$ cat src/hdl/issue_defines.svh
`ifndef ISSUE_DEFINES_SVH
`define ISSUE_DEFINES_SVH

// entries per bank, power of two (4, 8 or 16)
`define ISSUE_BANK_DEPTH 8

// head/tail pointer width, wraps naturally
`define ISSUE_PTR_W $clog2(`ISSUE_BANK_DEPTH)

// architectural gprs
`define ISSUE_NREGS 32

// datapath width
`define ISSUE_XLEN 32

`endif
$ cat src/hdl/issue_pkg.sv
`include "issue_defines.svh"

package issue_pkg;

    // gpr index
    typedef logic [4:0] reg_idx_t;

    // r-type view of the instruction word
    typedef struct packed {
        logic [5:0] opcode;
        reg_idx_t   rs;
        reg_idx_t   rt;
        reg_idx_t   rd;
        logic [4:0] shamt;
        logic [5:0] funct;
    } r_fields_t;

    // i-type view, same rs/rt positions
    typedef struct packed {
        logic [5:0]  opcode;
        reg_idx_t    rs;
        reg_idx_t    rt;
        logic [15:0] imm;
    } i_fields_t;

    // one word, two decodings
    typedef union packed {
        r_fields_t r;
        i_fields_t i;
    } instr_word_u;

    // decoded control bits from decode
    typedef struct packed {
        logic regwrite;
        // dest is rt (i-type) instead of rd
        logic dst_is_rt;
        // branch or jump
        logic branch;
        logic muldiv;
        logic hiwrite;
        logic lowrite;
        logic hiread;
        logic loread;
        logic cp0write;
        logic cp0read;
        // exception or eret
        logic trap;
    } issue_ctl_t;

    // one queue slot, 75 bits
    typedef struct packed {
        instr_word_u            instr;
        logic [`ISSUE_XLEN-1:0] pc;
        issue_ctl_t             ctl;
    } queue_entry_t;

endpackage

$ cat src/hdl/issue_select.sv
`include "issue_defines.svh"

module issue_select import issue_pkg::*; (
    input  logic                        stall,
    input  logic [1:0]                  cand_valid,
    input  queue_entry_t [1:0]          cand_entry,
    input  logic [1:0]                  slot_ready,
    input  logic [1:0][`ISSUE_XLEN-1:0] rs_val,
    input  logic [1:0][`ISSUE_XLEN-1:0] rt_val,
    input  logic                        raw_hazard,
    input  logic                        struct_conflict,
    output logic [1:0]                  pop_cnt,
    output logic [1:0]                  iss_valid,
    output logic [1:0][`ISSUE_XLEN-1:0] iss_pc,
    output logic [1:0][31:0]            iss_instr,
    output issue_ctl_t [1:0]            iss_ctl,
    output logic [1:0][`ISSUE_XLEN-1:0] iss_rs_val,
    output logic [1:0][`ISSUE_XLEN-1:0] iss_rt_val,
    output logic                        iss_is_slot
);

    logic [1:0] issue_en;
    logic       old_branch;
    logic       yng_ok;

    assign old_branch = cand_entry[0].ctl.branch;
    assign yng_ok     = cand_valid[1] && slot_ready[1];

    // branch holds until its delay slot can go with it
    assign issue_en[0] = cand_valid[0] && slot_ready[0] && !stall &&
                         (!old_branch || yng_ok);

    // delay slot ignores raw, it reads pre-branch state anyway
    assign issue_en[1] = issue_en[0] && yng_ok && !struct_conflict &&
                         (!raw_hazard || old_branch);

    assign iss_is_slot = issue_en[1] && old_branch;

    // queue pops exactly what left
    always_comb begin
        case (issue_en)
            2'b11:   pop_cnt = 2'd2;
            2'b01:   pop_cnt = 2'd1;
            default: pop_cnt = 2'd0;
        endcase
    end

    // output bundle, zero where nothing issues
    always_comb begin
        iss_valid  = '0;
        iss_pc     = '0;
        iss_instr  = '0;
        iss_ctl    = '0;
        iss_rs_val = '0;
        iss_rt_val = '0;
        for (int s = 0; s < 2; s++) begin
            if (issue_en[s]) begin
                iss_valid[s]  = 1'b1;
                iss_pc[s]     = cand_entry[s].pc;
                iss_instr[s]  = cand_entry[s].instr;
                iss_ctl[s]    = cand_entry[s].ctl;
                iss_rs_val[s] = rs_val[s];
                iss_rt_val[s] = rt_val[s];
            end
        end
    end

endmodule

$ cat config.mk
export PLATFORM = sky130hd
export DESIGN_NAME = issue_select
export DESIGN_NICKNAME = d
export VERILOG_FILES = /design/src/hdl/issue_pkg.sv /design/src/hdl/issue_select.sv
export VERILOG_INCLUDE_DIRS = /design/src /design/src/hdl
export SDC_FILE = /design/constraint.sdc
export NUM_CORES = 1
export LEC_CHECK = 0
export BUFFER_PORTS_ARGS = -buffer_cell sky130_fd_sc_hd__buf_4
export CORE_AREA = 4 4 222 224
export DETAILED_ROUTE_END_ITERATION = 16
export DIE_AREA = 0 0 226 228
export PLACE_DENSITY = 0.38
export REMOVE_ABC_BUFFERS = 1
export SYNTH_ARGS = -nofsm -noshare
export SYNTH_HDL_FRONTEND = slang
export SYNTH_SLANG_ARGS = --single-unit
$ cat constraint.sdc
create_clock -name vclk -period 1.9
set_input_delay 0.285 -clock vclk [all_inputs]
set_output_delay 0.285 -clock vclk [all_outputs]
set_load 0.02 [all_outputs]
==> impl_metrics.ini <==
[status]
outcome = finished clean

[detailed_routing]
vias_per_cell = 3.57
dr.pass1.iters = 4
detail_route.wirelength_um = 29400
initialDrtViolationCount = 151
drt.antenna.violating_nets = 0
vias = 5424
drc = 0
routedWlPerCell_um = 19.4

[yosys]
synth_top_family_by_area = simple AND/OR/NAND/NOR gates
syn_inst = 367
synthMuxAreaShare = 0
yosysWarnings = 0
synth_xor_xnor_area_share = 0
syn_area_um2 = 3390
ys_seq_area_frac = 0
synth_compound_area_frac = 0.00553
synth_fa_ha_area_frac = 0
avgSynthCellArea_um2 = 9.25
synth-simple-area-share = 0.870
ys_types = 16

[timing]
report.final.hold_viol_count = 0
fmax_mhz = 530
setup_slack_ps = 13.0
finalCriticalPeriod_ps = 1890
slew_violations = 0
fin_crit_sh = 0.993
final.setup.tns_ps = 0
fin_hold_ws_ps = 946
rsz0062_at_grt = yes
relSlewSlack = 0.720
tightestPinTransition_ps = 414
setup_violations = 0

[power_and_ir_drop]
p_int_uw = 669
power_frac_clock = 0
p_leak_nw = 3.62
peakVddDrop_v = 0.0000626
pwr-share-seq = 0
cellPowerDensity_nw_per_um2 = 141
p_total_mw = 1.21
p_sw_uw = 545
p_comb_frac = 1.000
switching_share = 0.449

[worst_setup_path]
path_max_fanout = 57
cpPeakStageDelay_ps = 300
critPathArrivalTime_ps = 1600
crit_path_top_delay_cell = nor4b_2
cp_top_family = buffers and inverters
start_kind = input port
critical_path_required_ps = 1620
endpoint = iss_instr[33]
worst-path-buf-inv = 4
crit_chain = buf_4, nand3b_4, buf_12, buf_4, nor4b_2, buf_4
critPathKind = in2out
cp.depth = 6
end_kind = output port
crit_path_start = stall
critPathMostFrequentCell = buf_4

[final_layout]
nClkBuffers = 0
seq_cell_count = 0
area_delta_synth_final_pct = 154
drive_gt1_frac = 0.804
final_core_util = 0.182
regArea_um2 = 0
nets = 1191
layoutNonFillerInstCount = 1521
final_common_cell = buf_4
stdcell_area_um2 = 8610
final_cell_mix = buf_4 (601), nor3b_1 (132), nor4b_2 (102), nor4b_1 (37), buf_12 (10)

[placed_design]
dp_hpwl_um = 24600
dp_cells = 1515
place_ws_ps = -66.8
gp_congestion = 0.816
io_buffer_count = 568
place_area_um2 = 8480

[grt]
grt_pass1_wl_um = 38400
grt_max_degree = 112
antenna_found_initial = 4
grt_pass1_vias = 5474
grtUsageTotal = 0.0976
gr-total-overflow = 0

[floorplan]
die_x_um = 226
rows = 80
initial_core_util = 0.0717
die_area_um2 = 51500
io_pins = 568
core_region_area_um2 = 47300
die_y_um = 228

[run]
maxCapViolations = 0

[hold_path]
hold_class = in2out

[clock_tree]
hold_buffers = 0
routing by layer:
layer	vias to the layer above	share of wire	GRT usage
li1	2528	-	-
met1	2532	0.35	0.106
met2	356	0.52	0.188
met3	6	0.12	0.0354
met4	2	0.0048	0.00651
met5	-	0.00044	0
power groups by stage:
stage	combinational [mW]	clock, mW	sequential [mW]
5_1_grt	1.30	0.000000142	0
3_5_place_dp	1.21	0	0
3_3_place_gp	1.21	0	0
2_1_floorplan	0.418	0	0
4_1_cts	1.21	0	0
6_report	1.21	0.000000142	0
kinds of logic (layout without fill, tap and decap cells):
logic type / Yosys count / count (layout)
AOI/OAI and AO/OA: 2 / 2
and+or+nand+nor: 287 / 287
other: 0 / 2
buffers and inverters: 78 / 615
synth_stat cells:
cell type | count | area, µm²
nor3_1 | 4 | 20.0
buf_6 | 11 | 124
clkbuf_1 | 25 | 93.8
a211oi_1 | 1 | 7.51
inv_1 | 1 | 3.75
nand3b_4 | 2 | 40.0
and3b_1 | 1 | 8.76
buf_2 | 38 | 190
nor4b_1 | 41 | 359
buf_1 | 3 | 11.3
nor2b_1 | 1 | 6.26
nand2b_1 | 1 | 6.26
nor2_1 | 1 | 3.75
nor4b_2 | 98 | 1470
a21boi_2 | 1 | 11.3
nor3b_1 | 138 | 1040
how the worst min path moves through the flow:
stage	startpoint	endpoint	cells past startpoint	slack, ps
final	cand_entry[1]	iss_ctl[1]	3	950
after global routing	cand_entry[42]	iss_pc[31]	3	950
after CTS	cand_entry[34]	iss_pc[23]	3	950
after detailed placement	rs_val[14]	iss_rs_val[14]	3	950
after global placement	rs_val[27]	iss_rs_val[27]	3	940
after floorplan	cand_entry[8]	iss_ctl[8]	2	720
final cells by class:
| type | instances | area (µm²) |
|---|---|---|
| Timing Repair Buffer | 614 | 4790 |
| Tap cell | 615 | 769 |
| Antenna cell | 2 | 5.00 |
| Inverter | 1 | 3.75 |
| Multi-Input combinational cell | 289 | 3050 |
| Fill cell | 5300 | 38700 |
what timing repair did:
action / in CTS / in global routing
buffers inserted: 0 / 2
setup endpoints to repair: 4 / 16
gates cloned: 0 / 2
gates resized for setup: 4 / 8
No activity file was read; power rests on OpenSTA's default activity.
