<file path="src/hdl/issue_defines.svh">
`ifndef ISSUE_DEFINES_SVH
`define ISSUE_DEFINES_SVH

// entries per bank, power of two (4, 8 or 16)
`define ISSUE_BANK_DEPTH 8

// head/tail pointer width, wraps naturally
`define ISSUE_PTR_W $clog2(`ISSUE_BANK_DEPTH)

// architectural gprs
`define ISSUE_NREGS 32

// datapath width
`define ISSUE_XLEN 32

`endif
</file>
<file path="src/hdl/issue_pkg.sv">
`include "issue_defines.svh"

package issue_pkg;

    // gpr index
    typedef logic [4:0] reg_idx_t;

    // r-type view of the instruction word
    typedef struct packed {
        logic [5:0] opcode;
        reg_idx_t   rs;
        reg_idx_t   rt;
        reg_idx_t   rd;
        logic [4:0] shamt;
        logic [5:0] funct;
    } r_fields_t;

    // i-type view, same rs/rt positions
    typedef struct packed {
        logic [5:0]  opcode;
        reg_idx_t    rs;
        reg_idx_t    rt;
        logic [15:0] imm;
    } i_fields_t;

    // one word, two decodings
    typedef union packed {
        r_fields_t r;
        i_fields_t i;
    } instr_word_u;

    // decoded control bits from decode
    typedef struct packed {
        logic regwrite;
        // dest is rt (i-type) instead of rd
        logic dst_is_rt;
        // branch or jump
        logic branch;
        logic muldiv;
        logic hiwrite;
        logic lowrite;
        logic hiread;
        logic loread;
        logic cp0write;
        logic cp0read;
        // exception or eret
        logic trap;
    } issue_ctl_t;

    // one queue slot, 75 bits
    typedef struct packed {
        instr_word_u            instr;
        logic [`ISSUE_XLEN-1:0] pc;
        issue_ctl_t             ctl;
    } queue_entry_t;

endpackage

</file>
<file path="src/hdl/pair_hazard_check.sv">
module pair_hazard_check import issue_pkg::*; (
    input  logic [1:0]         cand_valid,
    input  queue_entry_t [1:0] cand_entry,
    output logic               raw_hazard,
    output logic               struct_conflict
);

    instr_word_u old_w, yng_w;
    issue_ctl_t  old_c, yng_c;
    reg_idx_t    old_dst;
    logic        pair_valid;
    logic        muldiv_pair;
    logic        hilo_dep;
    logic        cp0_dep;

    // slot 0 older, slot 1 younger
    assign old_w = cand_entry[0].instr;
    assign yng_w = cand_entry[1].instr;
    assign old_c = cand_entry[0].ctl;
    assign yng_c = cand_entry[1].ctl;

    assign pair_valid = &cand_valid;

    // i-type writes rt, r-type writes rd
    assign old_dst = old_c.dst_is_rt ? old_w.i.rt : old_w.r.rd;

    // r0 not excluded, conservative
    assign raw_hazard = pair_valid && old_c.regwrite &&
                        ((old_dst == yng_w.r.rs) || (old_dst == yng_w.r.rt));

    // single mul/div unit
    assign muldiv_pair = old_c.muldiv && yng_c.muldiv;

    // mthi/mtlo or mult ahead of mfhi/mflo
    assign hilo_dep = (old_c.hiwrite && yng_c.hiread) ||
                      (old_c.lowrite && yng_c.loread);

    // cp0 address unknown here, so any overlap serializes
    assign cp0_dep = (old_c.cp0write && (yng_c.cp0read || yng_c.cp0write)) ||
                     (old_c.cp0read && yng_c.cp0read);

    // trap flushes younger anyway
    // branch never sits in a delay slot
    assign struct_conflict = pair_valid &&
                             (muldiv_pair || hilo_dep || cp0_dep ||
                              old_c.trap || yng_c.branch);

endmodule

</file>
<file path="config.mk">
export PLATFORM = sky130hd
export DESIGN_NAME = pair_hazard_check
export DESIGN_NICKNAME = d
export VERILOG_FILES = /design/src/hdl/issue_pkg.sv /design/src/hdl/pair_hazard_check.sv
export VERILOG_INCLUDE_DIRS = /design/src /design/src/hdl
export SDC_FILE = /design/constraint.sdc
export NUM_CORES = 1
export LEC_CHECK = 0
export BUFFER_PORTS_ARGS = -buffer_cell sky130_fd_sc_hd__buf_2
export CORE_AREA = 2 2 60 62
export DETAILED_ROUTE_END_ITERATION = 12
export DIE_AREA = 0 0 62 64
export REMOVE_ABC_BUFFERS = 1
export SLEW_MARGIN = 15
export SYNTH_ARGS = -nofsm -noshare
export SYNTH_HDL_FRONTEND = slang
export SYNTH_SLANG_ARGS = --single-unit
</file>
<file path="constraint.sdc">
create_clock -name vclk -period 1.3
set_clock_uncertainty 0.2 [all_clocks]
set_input_delay 0.065 -clock vclk [all_inputs]
set_output_delay 0.065 -clock vclk [all_outputs]
set_load 0.05 [all_outputs]
</file>
==> flow_summary_export.csv, run 1 <==
group,metric,value,unit
run_status,status,"finished, violations left",
run_status,violations,"negative setup slack",
placement,numPortBuffers,38,
setup_path,end_kind,"primary output",
cells_and_area,fin_area,504,µm²
synth,ys_types,13,
synth,yosysSeqAreaShare,0,%
sta,fmax,0.767,GHz
floorplanning,core_area,3280,µm²
route,drc,0,
global_route,grt_max_degree,6,
floorplanning,row_count,21,
placement,gp_congestion,0.676,
cells_and_area,seq_cells,0,
clock_network,post-cts-setup-buffers,0,
setup_path,arrival,1040,ps
synth,synth_cells,27,
sta,finalSetupViolations,1,
setup_path,crit_type,"input pin to primary output",
synth,synth_top_cell_area_share,23.9,%
route,drtIter0Drc,5,
floorplanning,dieArea,3970,µm²
route,first_pass_iters,4,
synth,avgSynthCellArea,8.16,µm²
route,antenna_left,0,
route,wl_per_cell,12.3,µm
flow_run,max-cap-violations,0,
global_route,grtUsageTotal,6.34,%
floorplanning,pin_count,154,
pwr,power.density,306,nW/µm²
synth,synth_area_leader_cell,"xor2_1",
cells_and_area,syn_to_final_growth,129,%
route,num_vias,364,
sta,hold_ws,322,ps
cells_and_area,regArea,0,µm²
sta,grt_setup_unrepaired,"true",
synth,synth_area_leaders,"xor2_1, xnor2_1, mux2i_1",
route,via_per_inst,3.31,
sta,slew_viol_final,0,
synth,syn_area,220,µm²
sta,min_period_over_period,100,%
clock_network,hold_buffers,0,
placement,place_area,457,µm²
pwr,ir_worst_vdd,0.108,mV
sta,relSlewSlack,82.2,%
global_route,grt_pass1_wl,1870,µm
setup_path,cp.required,1030,ps
cells_and_area,fin_nets,218,
sta,setup_slack,-3.31,ps
hold_path,hold_path_class,"input pin to primary output",
sta,finalHoldViolations,0,
sta,tns,-3.31,ps
floorplanning,initial_core_util,6.70,%
global_route,grt_pass1_vias,390,
global_route,antenna_found_initial,0,
cells_and_area,final_layout_size_suffix_gt1_share,65.6,%
sta,tightest_slew,260,ps
synth,yosysWarnings,0,
pwr,leakage,0.238,nW
global_route,gr-total-overflow,0,
route,finalWirelength,1350,µm
setup_path,worstPathMaxFanout,5,
setup_path,startpoint_type,"input pin",
cells_and_area,clkbuf_count,0,
cells_and_area,diodes,0,
floorplanning,die_h,64,µm
sta,fin_crit,1300,ps
cells_and_area,final_util,15.4,%
placement,dp_slack,-242,ps
floorplanning,die_w,62,µm
through the flow:
stage	instances	power, mW
floorplan	26	0.0614
global placement	110	0.137
detailed placement	110	0.137
CTS	110	0.151
global route	110	0.169
finish	110	0.154
logic make-up (layout without fill, tap and decap cells):
| group | Yosys count | in the layout | share of synthesized area (%) |
|---|---|---|---|
| muxes | 5 | 5 | 26.1 |
| xor gates and xnor gates | 10 | 10 | 39.8 |
| AOI/OAI and AO/OA | 4 | 4 | 13.1 |
| and+or+nand+nor | 7 | 7 | 15.9 |
| buffers and inverters | 1 | 38 | 5.11 |
per-layer routing:
metal / vias to the layer above / global-route usage, % / share of wire (%)
li1: 175 / - / -
met1: 149 / 10.2 / 50
met4: 0 / 0 / 0
met2: 40 / 8.07 / 31
met5: - / 0 / 0
met3: 0 / 2.83 / 19
path summary, 6_finish.rpt:
path	to	cells past startpoint	slack (ps)	start
max	raw_hazard	7	-3	cand_entry[9]
min	struct_conflict	4	320	cand_valid[1]
synthesized netlist by cell type:
library cell / count
a211oi_1: 1
a222oi_1: 1
a31oi_1: 1
buf_6: 1
mux2i_1: 3
mux2i_2: 2
nand2_1: 2
nand3_1: 1
nand4_1: 2
nor3_1: 2
o21ai_0: 1
xnor2_1: 4
xor2_1: 6
power by group:
part           internal (mW)  switching (mW)
combinational         0.0845          0.0697
clock                      0               0
sequential                 0               0
total                 0.0845          0.0697
repair_timing:
| action | CTS | global route |
|---|---|---|
| setup endpoints to repair | 1 | 1 |
| gates resized for setup | 8 | 2 |
| endpoints found under the hold margin | 0 | 0 |
| pin swaps | 7 | 4 |
final cells by class:
cell class         count  area, µm²
fillers              395       2780
multi-input cells     26        235
well taps             46       57.6
repair buffers        38        211
cells in the final DEF, fill, tap and decap left out:
cell type | synthesis | final
a211oi_1 | 1 | 1
a222oi_1 | 1 | 1
a31oi_1 | 1 | 1
buf_12 | 0 | 1
buf_2 | 0 | 36
buf_6 | 1 | 1
mux2i_1 | 3 | 2
mux2i_2 | 2 | 1
mux2i_4 | 0 | 2
nand2_1 | 2 | 2
nand3_1 | 1 | 1
nand4_1 | 2 | 2
nor3_1 | 2 | 1
nor3_2 | 0 | 1
o21ai_0 | 1 | 1
xnor2_1 | 4 | 4
xor2_1 | 6 | 6
critical path: stages:
cell and delay (ps):
buf_12 110, mux2i_4 240, xnor2_1 100, nor3_2 160, nand4_1 110, nand2_1 90, buf_6 160
Note: power is estimated with default switching activity, not from simulation.
==> run 2: changes to the inputs <==
--- a/config.mk
+++ b/config.mk
@@ -10,6 +10,7 @@
 export CORE_AREA = 2 2 60 62
 export DETAILED_ROUTE_END_ITERATION = 12
 export DIE_AREA = 0 0 62 64
+export RECOVER_POWER = 25
 export REMOVE_ABC_BUFFERS = 1
 export SLEW_MARGIN = 15
 export SYNTH_ARGS = -nofsm -noshare
==> flow_summary_export.csv, run 2 (synthesis gave the netlist of run 1 again) <==
group,metric,value,unit
cells_and_area,diodes,0,
sta,finalSetupViolations,1,
global_route,grt_max_degree,6,
global_route,grt_pass1_vias,390,
cells_and_area,final_util,15.4,%
cells_and_area,seq_cells,0,
cells_and_area,final_cell_count_no_fill,110,
route,wl_per_cell,12.3,µm
setup_path,crit_slowest_cell,"mux2i_4",
hold_path,hold_depth,4,
placement,numPortBuffers,38,
route,num_vias,364,
floorplanning,dieArea,3970,µm²
setup_path,crit_start,"cand_entry[9]",
setup_path,crit_type,"input pin to primary output",
floorplanning,initial_core_util,6.70,%
run_status,violations,"negative setup slack",
setup_path,critPathMaxStageDelay,240,ps
cells_and_area,final_layout_size_suffix_gt1_share,65.6,%
setup_path,end_kind,"primary output",
cells_and_area,fillers,395,
sta,setup_slack,-3.34,ps
pwr,total_power,0.154,mW
sta,finalHoldViolations,0,
floorplanning,die_h,64,µm
route,drc,0,
floorplanning,die_w,62,µm
setup_path,cp_num_buf_inv,2,
placement,gp_congestion,0.676,
sta,hold_ws,351,ps
placement,dp_cells,110,
setup_path,critical_path.top_delay_family,"simple AND/OR/NAND/NOR gates",
route,via_per_inst,3.31,
run_status,status,"finished, violations left",
sta,slew_viol_final,0,
cells_and_area,multi_input_area,235,µm²
sta,relSlewSlack,82.2,%
clock_network,hold_buffers,0,
pwr,p_sw,0.0698,mW
pwr,power.clock.fraction,0,%
sta,tightest_slew,260,ps
setup_path,cp.required,1030,ps
route,drtIter0Drc,5,
cells_and_area,layout_common_cells,"buf_2, xor2_1, xnor2_1",
cells_and_area,layout_commonest_cell,"buf_2",
sta,fmax,0.767,GHz
route,first_pass_iters,4,
pwr,pwr-share-comb,100.0,%
cells_and_area,clkbuf_count,0,
cells_and_area,syn_to_final_growth,129,%
global_route,grtUsageTotal,6.34,%
pwr,p_int,0.0845,mW
setup_path,cp.depth,7,
floorplanning,pin_count,154,
global_route,grt_pass1_wl,1870,µm
setup_path,worstPathMaxFanout,5,
global_route,antenna_found_initial,0,
route,finalWirelength,1350,µm
hold_path,worstHoldStart,"cand_valid[1]",
pwr,seq_power_share,0,%
floorplanning,core_area,3280,µm²
route,antenna_left,0,
sta,grt_setup_unrepaired,"true",
pwr,switching_share,45.2,%
setup_path,arrival,1040,ps
setup_path,startpoint_type,"input pin",
setup_path,crit_chain,"buf_12 -> mux2i_4 -> xnor2_1 -> nor3_2 -> nand4_1 -> nand2_1 -> buf_6",
sta,min_period_over_period,100,%
flow_run,max-cap-violations,0,
pwr,power.density,306,nW/µm²
hold_path,hold_path_class,"input pin to primary output",
pwr,leakage,0.237,nW
cells_and_area,fin_nets,218,
cells_and_area,regArea,0,µm²
global_route,gr-total-overflow,0,
floorplanning,row_count,21,
sta,fin_crit,1300,ps
pwr,ir_worst_vdd,0.108,mV
## run 2: cell count changes in the layout (fill, tap and decap cells not counted), sizes merged
| cell | delta |
|---|---|
| clkbuf | +1 |
| buf | -1 |
## run 2: timing repair
action | CTS | global route
gates resized for setup | 8 | 2
setup endpoints to repair | 1 | 1
pin swaps | 7 | 4
setup buffers | 0 | 0
## run 2: metrics by stage
stage          cell area, µm²  setup TNS, ps  setup WS [ps]
2_1_floorplan             209          -3.59          -3.59
3_3_place_gp              457           -207           -207
3_5_place_dp              457           -242           -242
4_1_cts                   495          -37.9          -37.9
5_1_grt                   504          -80.9          -80.9
6_report                  504          -3.34          -3.34
## run 2: tightest hold or removal path, stage by stage
cell      delay, ps
buf_2           110
nand2_1          50
a31oi_1          30
clkbuf_2        230
## run 2: final cells by class
cell class / count / share of cell area [%]
multi-input combinational: 26 / 46.7
timing repair buffer: 38 / 41.9
tap: 46 / 11.4
## run 2: layer usage
metal,vias to the layer above,GRT usage [%],part of all wire (%)
li1,175,-,-
met1,149,10.2,50
met2,40,8.07,31
met3,0,2.83,19
met4,0,0,0
met5,-,0,0
## run 2: power by group through the flow
stage / Combinational (mW) / Clock [mW] / Sequential, mW
final: 0.154 / 0 / 0
after CTS: 0.151 / 0 / 0
after detailed placement: 0.137 / 0 / 0
after global placement: 0.137 / 0 / 0
after floorplan: 0.0614 / 0 / 0
after global routing: 0.169 / 0 / 0
## run 2: worst paths after layout
path | slack, ps | end
hold / removal | 350 | struct_conflict
setup / recovery | -3 | raw_hazard
==> run 3: changes to the inputs <==
==> constraint.sdc (replaced) <==
create_clock -name vclk -period 1.6
set_clock_uncertainty 0.2 [all_clocks]
set_input_delay 0.08 -clock vclk [all_inputs]
set_output_delay 0.08 -clock vclk [all_outputs]
set_load 0.05 [all_outputs]
==> flow_summary_export.csv, run 3 (synthesis gave the netlist of run 1 again) <==
group,metric,value,unit
pwr,seq_power_share,0,%
setup_path,crit_slowest_cell,"mux2i_4",
pwr,power.clock.fraction,0,%
sta,slew_viol_final,0,
pwr,leakage,0.243,nW
pwr,p_sw,0.0552,mW
pwr,ir_worst_vdd,0.0703,mV
setup_path,crit_start,"cand_entry[9]",
route,finalWirelength,1280,µm
run_status,status,"complete, no violations",
cells_and_area,syn_to_final_growth,132,%
setup_path,cp.required,1320,ps
clock_network,cts_resized,1,
sta,finalHoldViolations,0,
route,drtIter0Drc,5,
floorplanning,initial_core_util,6.70,%
sta,fin_crit,1530,ps
hold_path,hold_path_class,"input pin to primary output",
flow_run,max-cap-violations,0,
placement,hpwlAfterDp,1110,µm
floorplanning,core_area,3280,µm²
floorplanning,die_h,64,µm
cells_and_area,fin_area,512,µm²
floorplanning,dieArea,3970,µm²
clock_network,hold_buffers,0,
route,via_per_inst,3.37,
floorplanning,pin_count,154,
setup_path,worstPathMaxFanout,3,
setup_path,worstSetupEndpoint,"raw_hazard",
floorplanning,row_count,21,
cells_and_area,layout_common_cells,"buf_2, xor2_1, xnor2_1",
route,wl_per_cell,11.3,µm
global_route,grt_pass1_vias,335,
setup_path,end_kind,"primary output",
sta,tightest_slew,611,ps
cells_and_area,layout_commonest_cell,"buf_2",
cells_and_area,final_layout_size_suffix_gt1_share,65.7,%
setup_path,crit_type,"input pin to primary output",
cells_and_area,diodes,0,
pwr,total_power,0.124,mW
sta,setup_slack,66.0,ps
global_route,grtUsageTotal,5.18,%
cells_and_area,fillers,384,
sta,min_period_over_period,95.9,%
pwr,p_int,0.0685,mW
sta,finalSetupViolations,0,
global_route,grt_pass1_wl,1490,µm
pwr,pwr-share-comb,100.0,%
pwr,power.density,242,nW/µm²
global_route,gr-total-overflow,0,
placement,gp_congestion,0.693,
sta,fmax,0.652,GHz
sta,relSlewSlack,59.4,%
pwr,switching_share,44.6,%
setup_path,startpoint_type,"input pin",
global_route,antenna_found_initial,0,
setup_path,crit_chain,"clkbuf_4 -> mux2i_4 -> xnor2_1 -> nor3_1 -> buf_4 -> nand4_1 -> nand2_1 -> buf_6",
route,antenna_left,0,
placement,numPortBuffers,38,
cells_and_area,regArea,0,µm²
cells_and_area,fin_nets,221,
cells_and_area,clkbuf_count,0,
cells_and_area,final_util,15.6,%
sta,tns,0,ps
floorplanning,die_w,62,µm
cells_and_area,seq_cells,0,
setup_path,critPathMaxStageDelay,260,ps
global_route,grt_max_degree,4,
placement,place_area,479,µm²
clock_network,post-cts-setup-buffers,0,
placement,dp_slack,-43.5,ps
route,first_pass_iters,3,
setup_path,arrival,1250,ps
route,drc,0,
route,num_vias,381,
[run 3: changes by cell type in the layout (fill, tap and decap cells not counted), sizes merged]
cell	previous run	this run
buf	37	39
clkbuf	1	2
[run 3: metal layers]
| layer | vias to the layer above | part of all wire, % | GRT usage (%) |
|---|---|---|---|
| met5 | - | 0 | 0 |
| met2 | 38 | 34 | 6.64 |
| met4 | 0 | 0 | 0 |
| met1 | 162 | 52 | 8.96 |
| li1 | 181 | - | - |
| met3 | 0 | 14 | 1.21 |
[run 3: worst min-delay path by stage]
stage                          from              end  cells after the start
finish              cand_entry[141]       raw_hazard                      5
global placement      cand_valid[1]  struct_conflict                      4
detailed placement    cand_valid[1]  struct_conflict                      4
floorplan             cand_valid[1]  struct_conflict                      2
global route        cand_entry[141]       raw_hazard                      5
CTS                   cand_valid[1]  struct_conflict                      4
[run 3: power groups by stage]
stage	combinational, mW	clock, mW	sequential, mW
CTS	0.113	0	0
detailed placement	0.112	0	0
global placement	0.112	0	0
floorplan	0.0499	0	0
finish	0.124	0	0
global route	0.134	0	0
[run 3: per-stage QoR]
step,cells,hold WS (ps)
floorplan,26,180
global route,113,398
finish,113,383
CTS,113,355
global placement,113,358
detailed placement,113,357
[run 3: cell type report]
class	instances	area, µm²	area share [%]
multi-input cells	26	234	45.7
repair buffers	41	220	43.0
well taps	46	57.6	11.2
[run 3: critical path, delay by kind of cell]
kind          cells  cell delay (ps)
xor+xnor          1               80
buf+inv           3              480
mux               1              260
simple gates      3              350
