`config.mk`:
```
export PLATFORM = sky130hd
export DESIGN_NAME = issue_queue
export DESIGN_NICKNAME = d
export VERILOG_FILES = /design/src/hdl/issue_pkg.sv /design/src/hdl/issue_queue.sv
export VERILOG_INCLUDE_DIRS = /design/src /design/src/hdl
export SDC_FILE = /design/constraint.sdc
export NUM_CORES = 1
export LEC_CHECK = 0
export ABC_AREA = 0
export BUFFER_PORTS_ARGS = -buffer_cell sky130_fd_sc_hd__buf_2
export CORE_AREA = 2 2 333 335
export CTS_CLUSTER_DIAMETER = 40
export DETAILED_ROUTE_END_ITERATION = 16
export DIE_AREA = 0 0 335 337
export PLACE_DENSITY = 0.68
export SKIP_LAST_GASP = 1
export SYNTH_ARGS = -nofsm -noshare
export SYNTH_HDL_FRONTEND = slang
export SYNTH_SLANG_ARGS = --single-unit
```
`constraint.sdc`:
```
create_clock -name clk -period 11.5 [get_ports clk]
set_input_delay 0.575 -clock clk [delete_from_list [all_inputs] [get_ports clk]]
set_output_delay 0.575 -clock clk [all_outputs]
set_load 0.01 [all_outputs]
```
`src/hdl/issue_defines.svh`:
```
`ifndef ISSUE_DEFINES_SVH
`define ISSUE_DEFINES_SVH

// entries per bank, power of two (4, 8 or 16)
`define ISSUE_BANK_DEPTH 8

// head/tail pointer width, wraps naturally
`define ISSUE_PTR_W $clog2(`ISSUE_BANK_DEPTH)

// architectural gprs
`define ISSUE_NREGS 32

// datapath width
`define ISSUE_XLEN 32

`endif
```
`src/hdl/issue_pkg.sv`:
```
`include "issue_defines.svh"

package issue_pkg;

    // gpr index
    typedef logic [4:0] reg_idx_t;

    // r-type view of the instruction word
    typedef struct packed {
        logic [5:0] opcode;
        reg_idx_t   rs;
        reg_idx_t   rt;
        reg_idx_t   rd;
        logic [4:0] shamt;
        logic [5:0] funct;
    } r_fields_t;

    // i-type view, same rs/rt positions
    typedef struct packed {
        logic [5:0]  opcode;
        reg_idx_t    rs;
        reg_idx_t    rt;
        logic [15:0] imm;
    } i_fields_t;

    // one word, two decodings
    typedef union packed {
        r_fields_t r;
        i_fields_t i;
    } instr_word_u;

    // decoded control bits from decode
    typedef struct packed {
        logic regwrite;
        // dest is rt (i-type) instead of rd
        logic dst_is_rt;
        // branch or jump
        logic branch;
        logic muldiv;
        logic hiwrite;
        logic lowrite;
        logic hiread;
        logic loread;
        logic cp0write;
        logic cp0read;
        // exception or eret
        logic trap;
    } issue_ctl_t;

    // one queue slot, 75 bits
    typedef struct packed {
        instr_word_u            instr;
        logic [`ISSUE_XLEN-1:0] pc;
        issue_ctl_t             ctl;
    } queue_entry_t;

endpackage

```
`src/hdl/issue_queue.sv`:
```
`include "issue_defines.svh"

module issue_queue import issue_pkg::*; (
    input  logic                        clk,
    input  logic                        reset,
    input  logic                        flush,
    input  logic                        stall,
    input  logic [1:0]                  in_valid,
    input  logic [1:0][`ISSUE_XLEN-1:0] in_pc,
    input  logic [1:0][31:0]            in_instr,
    input  issue_ctl_t [1:0]            in_ctl,
    input  logic [1:0]                  pop_cnt,
    output logic [1:0]                  cand_valid,
    output queue_entry_t [1:0]          cand_entry,
    output logic                        full
);

    // two circular banks, payload only
    queue_entry_t bank_even [`ISSUE_BANK_DEPTH];
    queue_entry_t bank_odd  [`ISSUE_BANK_DEPTH];

    logic [`ISSUE_PTR_W-1:0] head_even, head_odd;
    logic [`ISSUE_PTR_W-1:0] tail_even, tail_odd;
    logic [`ISSUE_PTR_W-1:0] occ_even, occ_odd;
    logic                    odd_older, odd_due;
    logic                    even_empty, odd_empty;
    queue_entry_t            first_entry, second_entry;
    logic                    first_we, second_we;
    logic                    even_we, odd_we;
    queue_entry_t            even_wdata, odd_wdata;
    logic                    pop_one, pop_two;
    logic                    adv_even, adv_odd;

    // equal pointers -> odd bank is ahead
    assign odd_older = (head_odd == head_even);
    assign odd_due   = (tail_odd == tail_even);

    assign even_empty = (head_even == tail_even);
    assign odd_empty  = (head_odd == tail_odd);

    // one spare entry per bank kept, so flag at depth-2
    assign occ_even = tail_even - head_even;
    assign occ_odd  = tail_odd - head_odd;
    assign full     = (occ_even >= (`ISSUE_BANK_DEPTH - 2)) ||
                      (occ_odd >= (`ISSUE_BANK_DEPTH - 2));

    // lone instruction may sit in either slot
    always_comb begin
        if (in_valid[0]) begin
            first_entry.instr = in_instr[0];
            first_entry.pc    = in_pc[0];
            first_entry.ctl   = in_ctl[0];
        end else begin
            first_entry.instr = in_instr[1];
            first_entry.pc    = in_pc[1];
            first_entry.ctl   = in_ctl[1];
        end
        second_entry.instr = in_instr[1];
        second_entry.pc    = in_pc[1];
        second_entry.ctl   = in_ctl[1];
    end

    assign first_we  = |in_valid;
    assign second_we = &in_valid;

    // steer to bank due next, then the other
    assign odd_we     = odd_due ? first_we : second_we;
    assign even_we    = odd_due ? second_we : first_we;
    assign odd_wdata  = odd_due ? first_entry : second_entry;
    assign even_wdata = odd_due ? second_entry : first_entry;

    // pop one -> older bank only, two -> both
    assign pop_one  = (pop_cnt != 2'd0);
    assign pop_two  = (pop_cnt == 2'd2);
    assign adv_odd  = odd_older ? pop_one : pop_two;
    assign adv_even = odd_older ? pop_two : pop_one;

    always_ff @(posedge clk) begin
        if (reset || flush) begin
            head_even <= '0;
            head_odd  <= '0;
            tail_even <= '0;
            tail_odd  <= '0;
        end else if (!stall) begin
            if (even_we) begin
                tail_even <= tail_even + 1'b1;
            end
            if (odd_we) begin
                tail_odd <= tail_odd + 1'b1;
            end
            if (adv_even) begin
                head_even <= head_even + 1'b1;
            end
            if (adv_odd) begin
                head_odd <= head_odd + 1'b1;
            end
        end
    end

    always_ff @(posedge clk) begin
        if (!stall) begin
            if (even_we) begin
                bank_even[tail_even] <= even_wdata;
            end
            if (odd_we) begin
                bank_odd[tail_odd] <= odd_wdata;
            end
        end
    end

    // candidate pair in age order, idle slots zeroed
    always_comb begin
        if (odd_older) begin
            cand_valid[0] = !odd_empty;
            cand_valid[1] = !odd_empty && !even_empty;
            cand_entry[0] = bank_odd[head_odd];
            cand_entry[1] = bank_even[head_even];
        end else begin
            cand_valid[0] = !even_empty;
            cand_valid[1] = !even_empty && !odd_empty;
            cand_entry[0] = bank_even[head_even];
            cand_entry[1] = bank_odd[head_odd];
        end
        for (int s = 0; s < 2; s++) begin
            if (!cand_valid[s]) begin
                cand_entry[s] = '0;
            end
        end
    end

endmodule

```
==> impl_metrics.env, run 1 <==
export IMPL_outcome="complete, no violations"
export IMPL_avgViaCountPerCell=5.94
export IMPL_sequentialPowerShare=0.493
export IMPL_clock_fmax_mhz=187
export IMPL_globalplace_congestion=0.778
export IMPL_groute_usage_overall=0.214
export IMPL_initial_utilization=0.446
export IMPL_worstSetupEndpointType="output port"
export IMPL_nFillCells=8421
export IMPL_finalWirelength_mm=121
export IMPL_worstRegToRegCells=5
export IMPL_min_path_cells=3
export IMPL_finalSetupViolCount=0
export IMPL_pwr_share_clk=0.445
export IMPL_max_incr_delay_on_cp_ns=0.90
export IMPL_cell_type_of_the_slowest_stage_on_the_worst_timing_path="sky130_fd_sc_hd__dfxtp_4"
export IMPL_cts_resized_gates=0
export IMPL_switching_power_mw=2.18
export IMPL_drtIter0Drc=2103
export IMPL_internal_power_mw=8.03
export IMPL_hold_violations=0
export IMPL_peakVddDrop_mv=0.107
export IMPL_critPathRequiredTime_ns=10.93
export IMPL_io_pins=311
export IMPL_ctsLongestPathBuffers=3
export IMPL_placed_cells_incl_taps=3878
export IMPL_netlist_top_cells_area="sky130_fd_sc_hd__edfxtp_1 74%, sky130_fd_sc_hd__mux4_2 14%, sky130_fd_sc_hd__mux2_2 3.5%"
export IMPL_yosysSeqAreaShare=0.744
export IMPL_place_detailed_hpwl_mm=69.2
export IMPL_setup_total_negative_slack_ns=0
export IMPL_num_vias=24600
export IMPL_clock_sink_count=1218
export IMPL_netlist_cell_type_count=45
export IMPL_critical_path_cell_chain="buf_4, buf_4, mux4_2, mux2i_1, o22ai_1, buf_2"
export IMPL_p_per_area_nw_per_um2=180
export IMPL_synth_edf_count=1200
export IMPL_relSlewSlack=0.277
export IMPL_synth_top_cell_by_area="sky130_fd_sc_hd__edfxtp_1"
export IMPL_detail_route_wl_per_cell_um=29.2
export IMPL_synth_top_flop_cell="sky130_fd_sc_hd__edfxtp_1"
export IMPL_worst_pin_slew_ns=1.08
export IMPL_grt_max_degree=109
export IMPL_synth_top_area_frac=0.736
export IMPL_maxCapViolCount=0
export IMPL_drive_above_1_share=0.391
export IMPL_ys_ff_latch=1218
export IMPL_post_route_min_period_ns=5.34
export IMPL_postSynthAreaPerCell_um2=21.9
export IMPL_type_of_origin_of_the_critical_path="flip-flop"
export IMPL_worstPathArrival_ns=4.76
export IMPL_drtAntennaViolNets=0
export IMPL_path_class="flip-flop to output port"
export IMPL_die_height_um=337
export IMPL_fp_dieArea_um2=113000
export IMPL_final_min_period_over_clock_period=0.464
export IMPL_drt_drc_violations_left=0
export IMPL_net_count_reported_at_finish=2764
export IMPL_syn_to_final_growth_pct=16.1
export IMPL_clk_insertion_delay_late_ns=0.74
export IMPL_first_pass_grt_wire_length_mm=173
export IMPL_number_of_antenna_violations_at_the_first_check_in_global_routing=2
export IMPL_worst_path_dominant_cell_family="buffers and inverters"
export IMPL_worst_path_most_repeated_cell="sky130_fd_sc_hd__buf_4"
export IMPL_ff2ff_setup_slack_ns=7.80
export IMPL_crit_path_max_fanout=43
export IMPL_grt_pass1_vias=25500
export IMPL_grt_remaining_overflow=0
export IMPL_fraction_of_power_consumed_by_combinational_cells=0.062
export IMPL_port_buffers=310
export IMPL_postSynthNetCount=2403
export IMPL_min_to="tail_even[2]"
export IMPL_floorplan_rows=122
export IMPL_rsz_0062_raised_after_global_routing="no"
export IMPL_worst_hold_slack_ns=0.128
export IMPL_clock_transition_time_at_the_flip_flop_clock_pins_of_the_worst_setup_and_hold_paths_ns=0.06
export IMPL_clock_buffer_count_from_cts=142
export IMPL_die_w_um=335
export IMPL_fin_util=0.518
export IMPL_cp_num_buf_inv=3
export IMPL_syn_area_um2=48900
export IMPL_total_leakage_power_nw=18.0
export IMPL_yosys_warnings=0
export IMPL_worst_hold_path_startpoint="reset"
export IMPL_total_power_mw=10.2
export IMPL_tritoncts_clock_tree="done"
export IMPL_final_max_slew_violation_count=0
export IMPL_clock_root_buffer="sky130_fd_sc_hd__clkbuf_16"
export IMPL_ys_async_sr_fraction=0
export IMPL_ctsHtreeMaxLevel=4
export IMPL_switching_share=0.213
export IMPL_placeableCoreArea_um2=110000
export IMPL_final_setup_skew_ns=0.0332
export IMPL_worstHoldPathType="input pin to flip-flop"
export IMPL_worstReg2RegStart="tail_even[2]"
export IMPL_postCtsHoldBufs=0
export IMPL_drt_first_pass_iters=7
export IMPL_rr_endpoint="bank_odd[5][65]"
export IMPL_post_cts_setup_buffers=0
export IMPL_synthesis_instances=2235
export IMPL_stdcell_count=4131
[state kept, by name, summed over array words and instances, names as in the netlist, named ones only]
register	cells
head_even	3
head_odd	3
bank_odd	600
tail_odd	3
bank_even	600
tail_even	3
[synthesized netlist by cell type (2+ instances only)]
master	count
sky130_fd_sc_hd__o22ai_1	150
sky130_fd_sc_hd__nand3_1	7
sky130_fd_sc_hd__inv_1	8
sky130_fd_sc_hd__a31o_2	2
sky130_fd_sc_hd__mux2i_1	154
sky130_fd_sc_hd__a41oi_1	2
sky130_fd_sc_hd__nor4_1	4
sky130_fd_sc_hd__buf_6	13
sky130_fd_sc_hd__o2111ai_1	2
sky130_fd_sc_hd__edfxtp_1	1200
sky130_fd_sc_hd__nor2_1	17
sky130_fd_sc_hd__clkbuf_1	34
sky130_fd_sc_hd__xor2_1	6
sky130_fd_sc_hd__a21o_1	3
sky130_fd_sc_hd__ha_1	8
sky130_fd_sc_hd__mux2_2	150
sky130_fd_sc_hd__dfxtp_1	18
sky130_fd_sc_hd__nand2b_1	4
sky130_fd_sc_hd__and3b_1	2
sky130_fd_sc_hd__or3_1	2
sky130_fd_sc_hd__nor3_1	4
sky130_fd_sc_hd__a21oi_1	5
sky130_fd_sc_hd__mux4_2	300
sky130_fd_sc_hd__xnor2_1	9
sky130_fd_sc_hd__o31ai_1	2
sky130_fd_sc_hd__buf_4	24
sky130_fd_sc_hd__buf_1	5
sky130_fd_sc_hd__o21ai_0	2
sky130_fd_sc_hd__and4_1	3
sky130_fd_sc_hd__fa_1	2
sky130_fd_sc_hd__nor2b_1	3
sky130_fd_sc_hd__buf_2	63
sky130_fd_sc_hd__nand2_1	15
[cell families (layout without fill, tap and decap cells)]
family / after synthesis / count (layout) / synth area share
AO/OA/AOI/OAI: 174 / 174 / 0.0230
XOR/XNOR: 15 / 15 / 0.00268
adder cells (fa/ha/maj): 10 / 10 / 0.00286
buffers and inverters: 148 / 616 / 0.0168
flip-flops: 1218 / 1218 / 0.744
multiplexers: 604 / 604 / 0.204
other: 0 / 2 / 0
AND/OR/NAND/NOR: 66 / 66 / 0.00680
[layout by cell type (no fill, tap or decap), types with 3 or more instances in the layout]
cell,synthesis,final
sky130_fd_sc_hd__a21o_1,3,3
sky130_fd_sc_hd__a21oi_1,5,5
sky130_fd_sc_hd__and4_4,0,3
sky130_fd_sc_hd__buf_2,63,310
sky130_fd_sc_hd__buf_4,24,46
sky130_fd_sc_hd__bufinv_16,0,21
sky130_fd_sc_hd__clkbuf_1,34,21
sky130_fd_sc_hd__clkbuf_16,0,144
sky130_fd_sc_hd__clkinv_1,0,11
sky130_fd_sc_hd__clkinv_2,0,18
sky130_fd_sc_hd__clkinv_4,0,8
sky130_fd_sc_hd__clkinv_8,0,6
sky130_fd_sc_hd__clkinvlp_4,0,11
sky130_fd_sc_hd__dfxtp_1,18,12
sky130_fd_sc_hd__dfxtp_4,0,6
sky130_fd_sc_hd__edfxtp_1,1200,1200
sky130_fd_sc_hd__ha_1,8,8
sky130_fd_sc_hd__inv_1,8,8
sky130_fd_sc_hd__inv_6,0,10
sky130_fd_sc_hd__mux2_2,150,150
sky130_fd_sc_hd__mux2i_1,154,154
sky130_fd_sc_hd__mux4_2,300,300
sky130_fd_sc_hd__nand2_1,15,13
sky130_fd_sc_hd__nand3_1,7,7
sky130_fd_sc_hd__nor2_1,17,11
sky130_fd_sc_hd__nor2_4,0,6
sky130_fd_sc_hd__nor2b_1,3,3
sky130_fd_sc_hd__nor3_2,0,4
sky130_fd_sc_hd__nor4_2,0,4
sky130_fd_sc_hd__o22ai_1,150,150
sky130_fd_sc_hd__xnor2_1,9,9
sky130_fd_sc_hd__xor2_1,6,6
[tightest hold or removal path, cell delays in order]
cell                      delay [ns]
sky130_fd_sc_hd__buf_2          0.09
sky130_fd_sc_hd__or3_1          0.09
sky130_fd_sc_hd__mux2i_1        0.05
[per-layer routing]
layer / part of all wire / track usage
met5: 0 / 0
met4: 0.029 / 0.0791
met3: 0.056 / 0.0291
met2: 0.53 / 0.380
met1: 0.38 / 0.269
[power groups by stage]
stage	sequential, mW	combinational (mW)	clock [mW]
detailed placement	5.12	0.637	0
floorplan	5.11	0.402	0
CTS	5.03	0.639	4.61
finish	5.03	0.632	4.54
global placement	5.12	0.615	0
global route	5.03	0.675	4.78
[per-stage QoR]
step                setup slack [ns]  area (um2)
global placement                6.90       52000
global route                    5.81       56800
detailed placement              6.80       52000
floorplan                       2.64       48900
finish                          6.16       56800
CTS                             6.01       56800
[worst max-delay path by stage]
stage                            start               to  depth (start not counted)
after floorplan           tail_even[1]  bank_even[0][0]                          5
after global placement       flip-flop   cand_entry[73]                          6
after global routing         flip-flop   cand_entry[77]                          6
after CTS                    flip-flop   cand_entry[77]                          6
final                        flip-flop   cand_entry[77]                          6
after detailed placement     flip-flop   cand_entry[77]                          6
[layout make-up]
type,instances,area (um2),share of cell area
Clock buffer,165,3680,0.0648
Sequential cell,1218,36400,0.641
Clock inverter,86,1110,0.0196
Antenna cell,2,5.00,0.0000881
Tap cell,1426,1780,0.0314
Inverter,8,30.0,0.000529
Multi-Input combinational cell,869,11900,0.209
Timing Repair Buffer,357,1920,0.0337
No activity file was read; power rests on OpenSTA's default activity.
==> run 2: changes to the inputs <==
==> constraint.sdc (replaced) <==
create_clock -name clk -period 5.1 [get_ports clk]
set_input_delay 0.255 -clock clk [delete_from_list [all_inputs] [get_ports clk]]
set_output_delay 0.255 -clock clk [all_outputs]
set_load 0.01 [all_outputs]
==> impl_metrics.env, run 2 (synthesized netlist as in run 1, its figures left out) <==
export IMPL_rr_endpoint="bank_odd[4][1]"
export IMPL_grt_busiest_layer="met2"
export IMPL_grt_max_degree=76
export IMPL_number_of_antenna_violations_at_the_first_check_in_global_routing=3
export IMPL_floorplan_rows=122
export IMPL_post_cts_setup_buffers=0
export IMPL_hold_violations=0
export IMPL_clk_insertion_delay_late_ns=0.73
export IMPL_tritoncts_clock_tree="done"
export IMPL_worstHoldPathType="input pin to flip-flop"
export IMPL_clock_buffer_count_from_cts=149
export IMPL_post_route_min_period_ns=4.25
export IMPL_postCtsHoldBufs=230
export IMPL_worst_pin_slew_ns=1.18
export IMPL_num_vias=25100
export IMPL_reg_top3="bank_even x600, bank_odd x600"
export IMPL_grt_remaining_overflow=0
export IMPL_use_met3=0.0315
export IMPL_crit_path_max_fanout=75
export IMPL_finalWirelength_mm=117
export IMPL_area_occupied_by_multi_input_gates_um2=11900
export IMPL_die_height_um=337
export IMPL_syn_to_final_growth_pct=21.9
export IMPL_layout_cells_most_common="sky130_fd_sc_hd__edfxtp_1"
export IMPL_worstPathArrival_ns=3.99
export IMPL_final_min_period_over_clock_period=0.833
export IMPL_clock_transition_time_at_the_flip_flop_clock_pins_of_the_worst_setup_and_hold_paths_ns=0.06
export IMPL_layout_setup_ws_ns=0.850
export IMPL_worst_hold_path_startpoint="in_pc[41]"
export IMPL_place_detailed_hpwl_mm=64.1
export IMPL_peakVddDrop_mv=0.241
export IMPL_drive_above_1_share=0.364
export IMPL_worstReg2RegStart="tail_even[2]"
export IMPL_detail_route_wl_per_cell_um=26.7
export IMPL_net_count_reported_at_finish=3000
export IMPL_clock_fmax_mhz=235
export IMPL_placeableCoreArea_um2=110000
export IMPL_die_w_um=335
export IMPL_initial_utilization=0.446
export IMPL_mostFrequentLayoutCells="1200 x sky130_fd_sc_hd__edfxtp_1, 310 x sky130_fd_sc_hd__buf_2, 300 x sky130_fd_sc_hd__mux4_2"
export IMPL_drtAntennaViolNets=0
export IMPL_setup_total_negative_slack_ns=0
export IMPL_min_to="bank_odd[0][20]"
export IMPL_final_setup_skew_ns=0.0268
export IMPL_drt_first_pass_iters=5
export IMPL_io_pins=311
export IMPL_p_per_area_nw_per_um2=392
export IMPL_clock_sink_count=1218
export IMPL_rsz_0062_raised_after_global_routing="no"
export IMPL_regArea_um2=36400
export IMPL_globalplace_congestion=0.758
export IMPL_nFillCells=8180
export IMPL_path_class="flip-flop to output port"
export IMPL_worstSetupEndpointType="output port"
export IMPL_port_buffers=310
export IMPL_type_of_origin_of_the_critical_path="flip-flop"
export IMPL_cts_resized_gates=0
export IMPL_min_path_cells=2
export IMPL_total_leakage_power_nw=19.1
export IMPL_ff2ff_setup_slack_ns=1.57
export IMPL_first_pass_grt_wire_length_mm=169
export IMPL_grt_pass1_vias=26200
export IMPL_ctsHtreeMaxLevel=4
export IMPL_fp_dieArea_um2=113000
export IMPL_final_max_slew_violation_count=0
export IMPL_critPathRequiredTime_ns=4.85
export IMPL_post_place_ws_ns=1.76
export IMPL_avgViaCountPerCell=5.74
export IMPL_finalSetupViolCount=0
export IMPL_relSlewSlack=0.210
export IMPL_drt_drc_violations_left=0
export IMPL_groute_usage_overall=0.206
export IMPL_outcome="complete, no violations"
export IMPL_clock_root_buffer="sky130_fd_sc_hd__clkbuf_16"
export IMPL_drtIter0Drc=2007
export IMPL_gr_met1_demand_resource=0.260
export IMPL_worstRegToRegCells=5
export IMPL_total_power_mw=23.4
export IMPL_fin_util=0.544
export IMPL_ctsLongestPathBuffers=3
export IMPL_gr_usage_met2=0.365
export IMPL_maxCapViolCount=0
-- run 2: metal layers --
metal	share of wire	vias up
met4	0.028	4
met5	0.00020	-
met1	0.39	13300
met2	0.52	842
li1	-	10800
met3	0.052	211
-- run 2: power breakdown --
part	internal [mW]	switching, mW
Clock	6.33	4.15
Sequential	11.3	0.0575
Combinational	0.691	0.898
Total	18.3	5.11
-- run 2: worst max-delay path by stage --
stage / start / to / depth (start not counted)
2_1_floorplan: tail_even[1] / bank_even[6][0] / 5
3_3_place_gp: tail_even[0] / cand_entry[121] / 7
3_5_place_dp: tail_even[0] / cand_entry[119] / 7
6_report: tail_even[0] / cand_entry[116] / 7
5_1_grt: tail_even[0] / cand_entry[119] / 7
4_1_cts: tail_even[0] / cand_entry[119] / 7
-- run 2: layout make-up --
cell class                 instances  area share
sequential                      1218       0.610
timing repair buffer             586      0.0756
clock inverter                    98      0.0180
clock buffer                     176      0.0660
inverter                           8    0.000503
antenna                            1   0.0000419
multi-input combinational        869       0.200
tap                             1426      0.0299
-- run 2: metrics by stage --
| step | instances | hold slack, ns | area (um2) |
|---|---|---|---|
| 6_report | 4382 | 0.0584 | 59700 |
| 5_1_grt | 4382 | 0.0239 | 59700 |
| 4_1_cts | 4381 | 0.00156 | 59700 |
| 3_5_place_dp | 3877 | 0.567 | 52300 |
| 3_3_place_gp | 3877 | 0.556 | 52300 |
| 2_1_floorplan | 2235 | 0.431 | 49000 |
-- run 2: worst max-delay path, stage by stage, from the launching register on --
cell,delay [ns]
sky130_fd_sc_hd__dfxtp_1,0.61
sky130_fd_sc_hd__inv_1,0.29
sky130_fd_sc_hd__ha_1,0.34
sky130_fd_sc_hd__and2_0,0.20
sky130_fd_sc_hd__a32oi_2,0.36
sky130_fd_sc_hd__nand2b_4,0.62
sky130_fd_sc_hd__o22ai_1,0.49
sky130_fd_sc_hd__buf_2,0.20
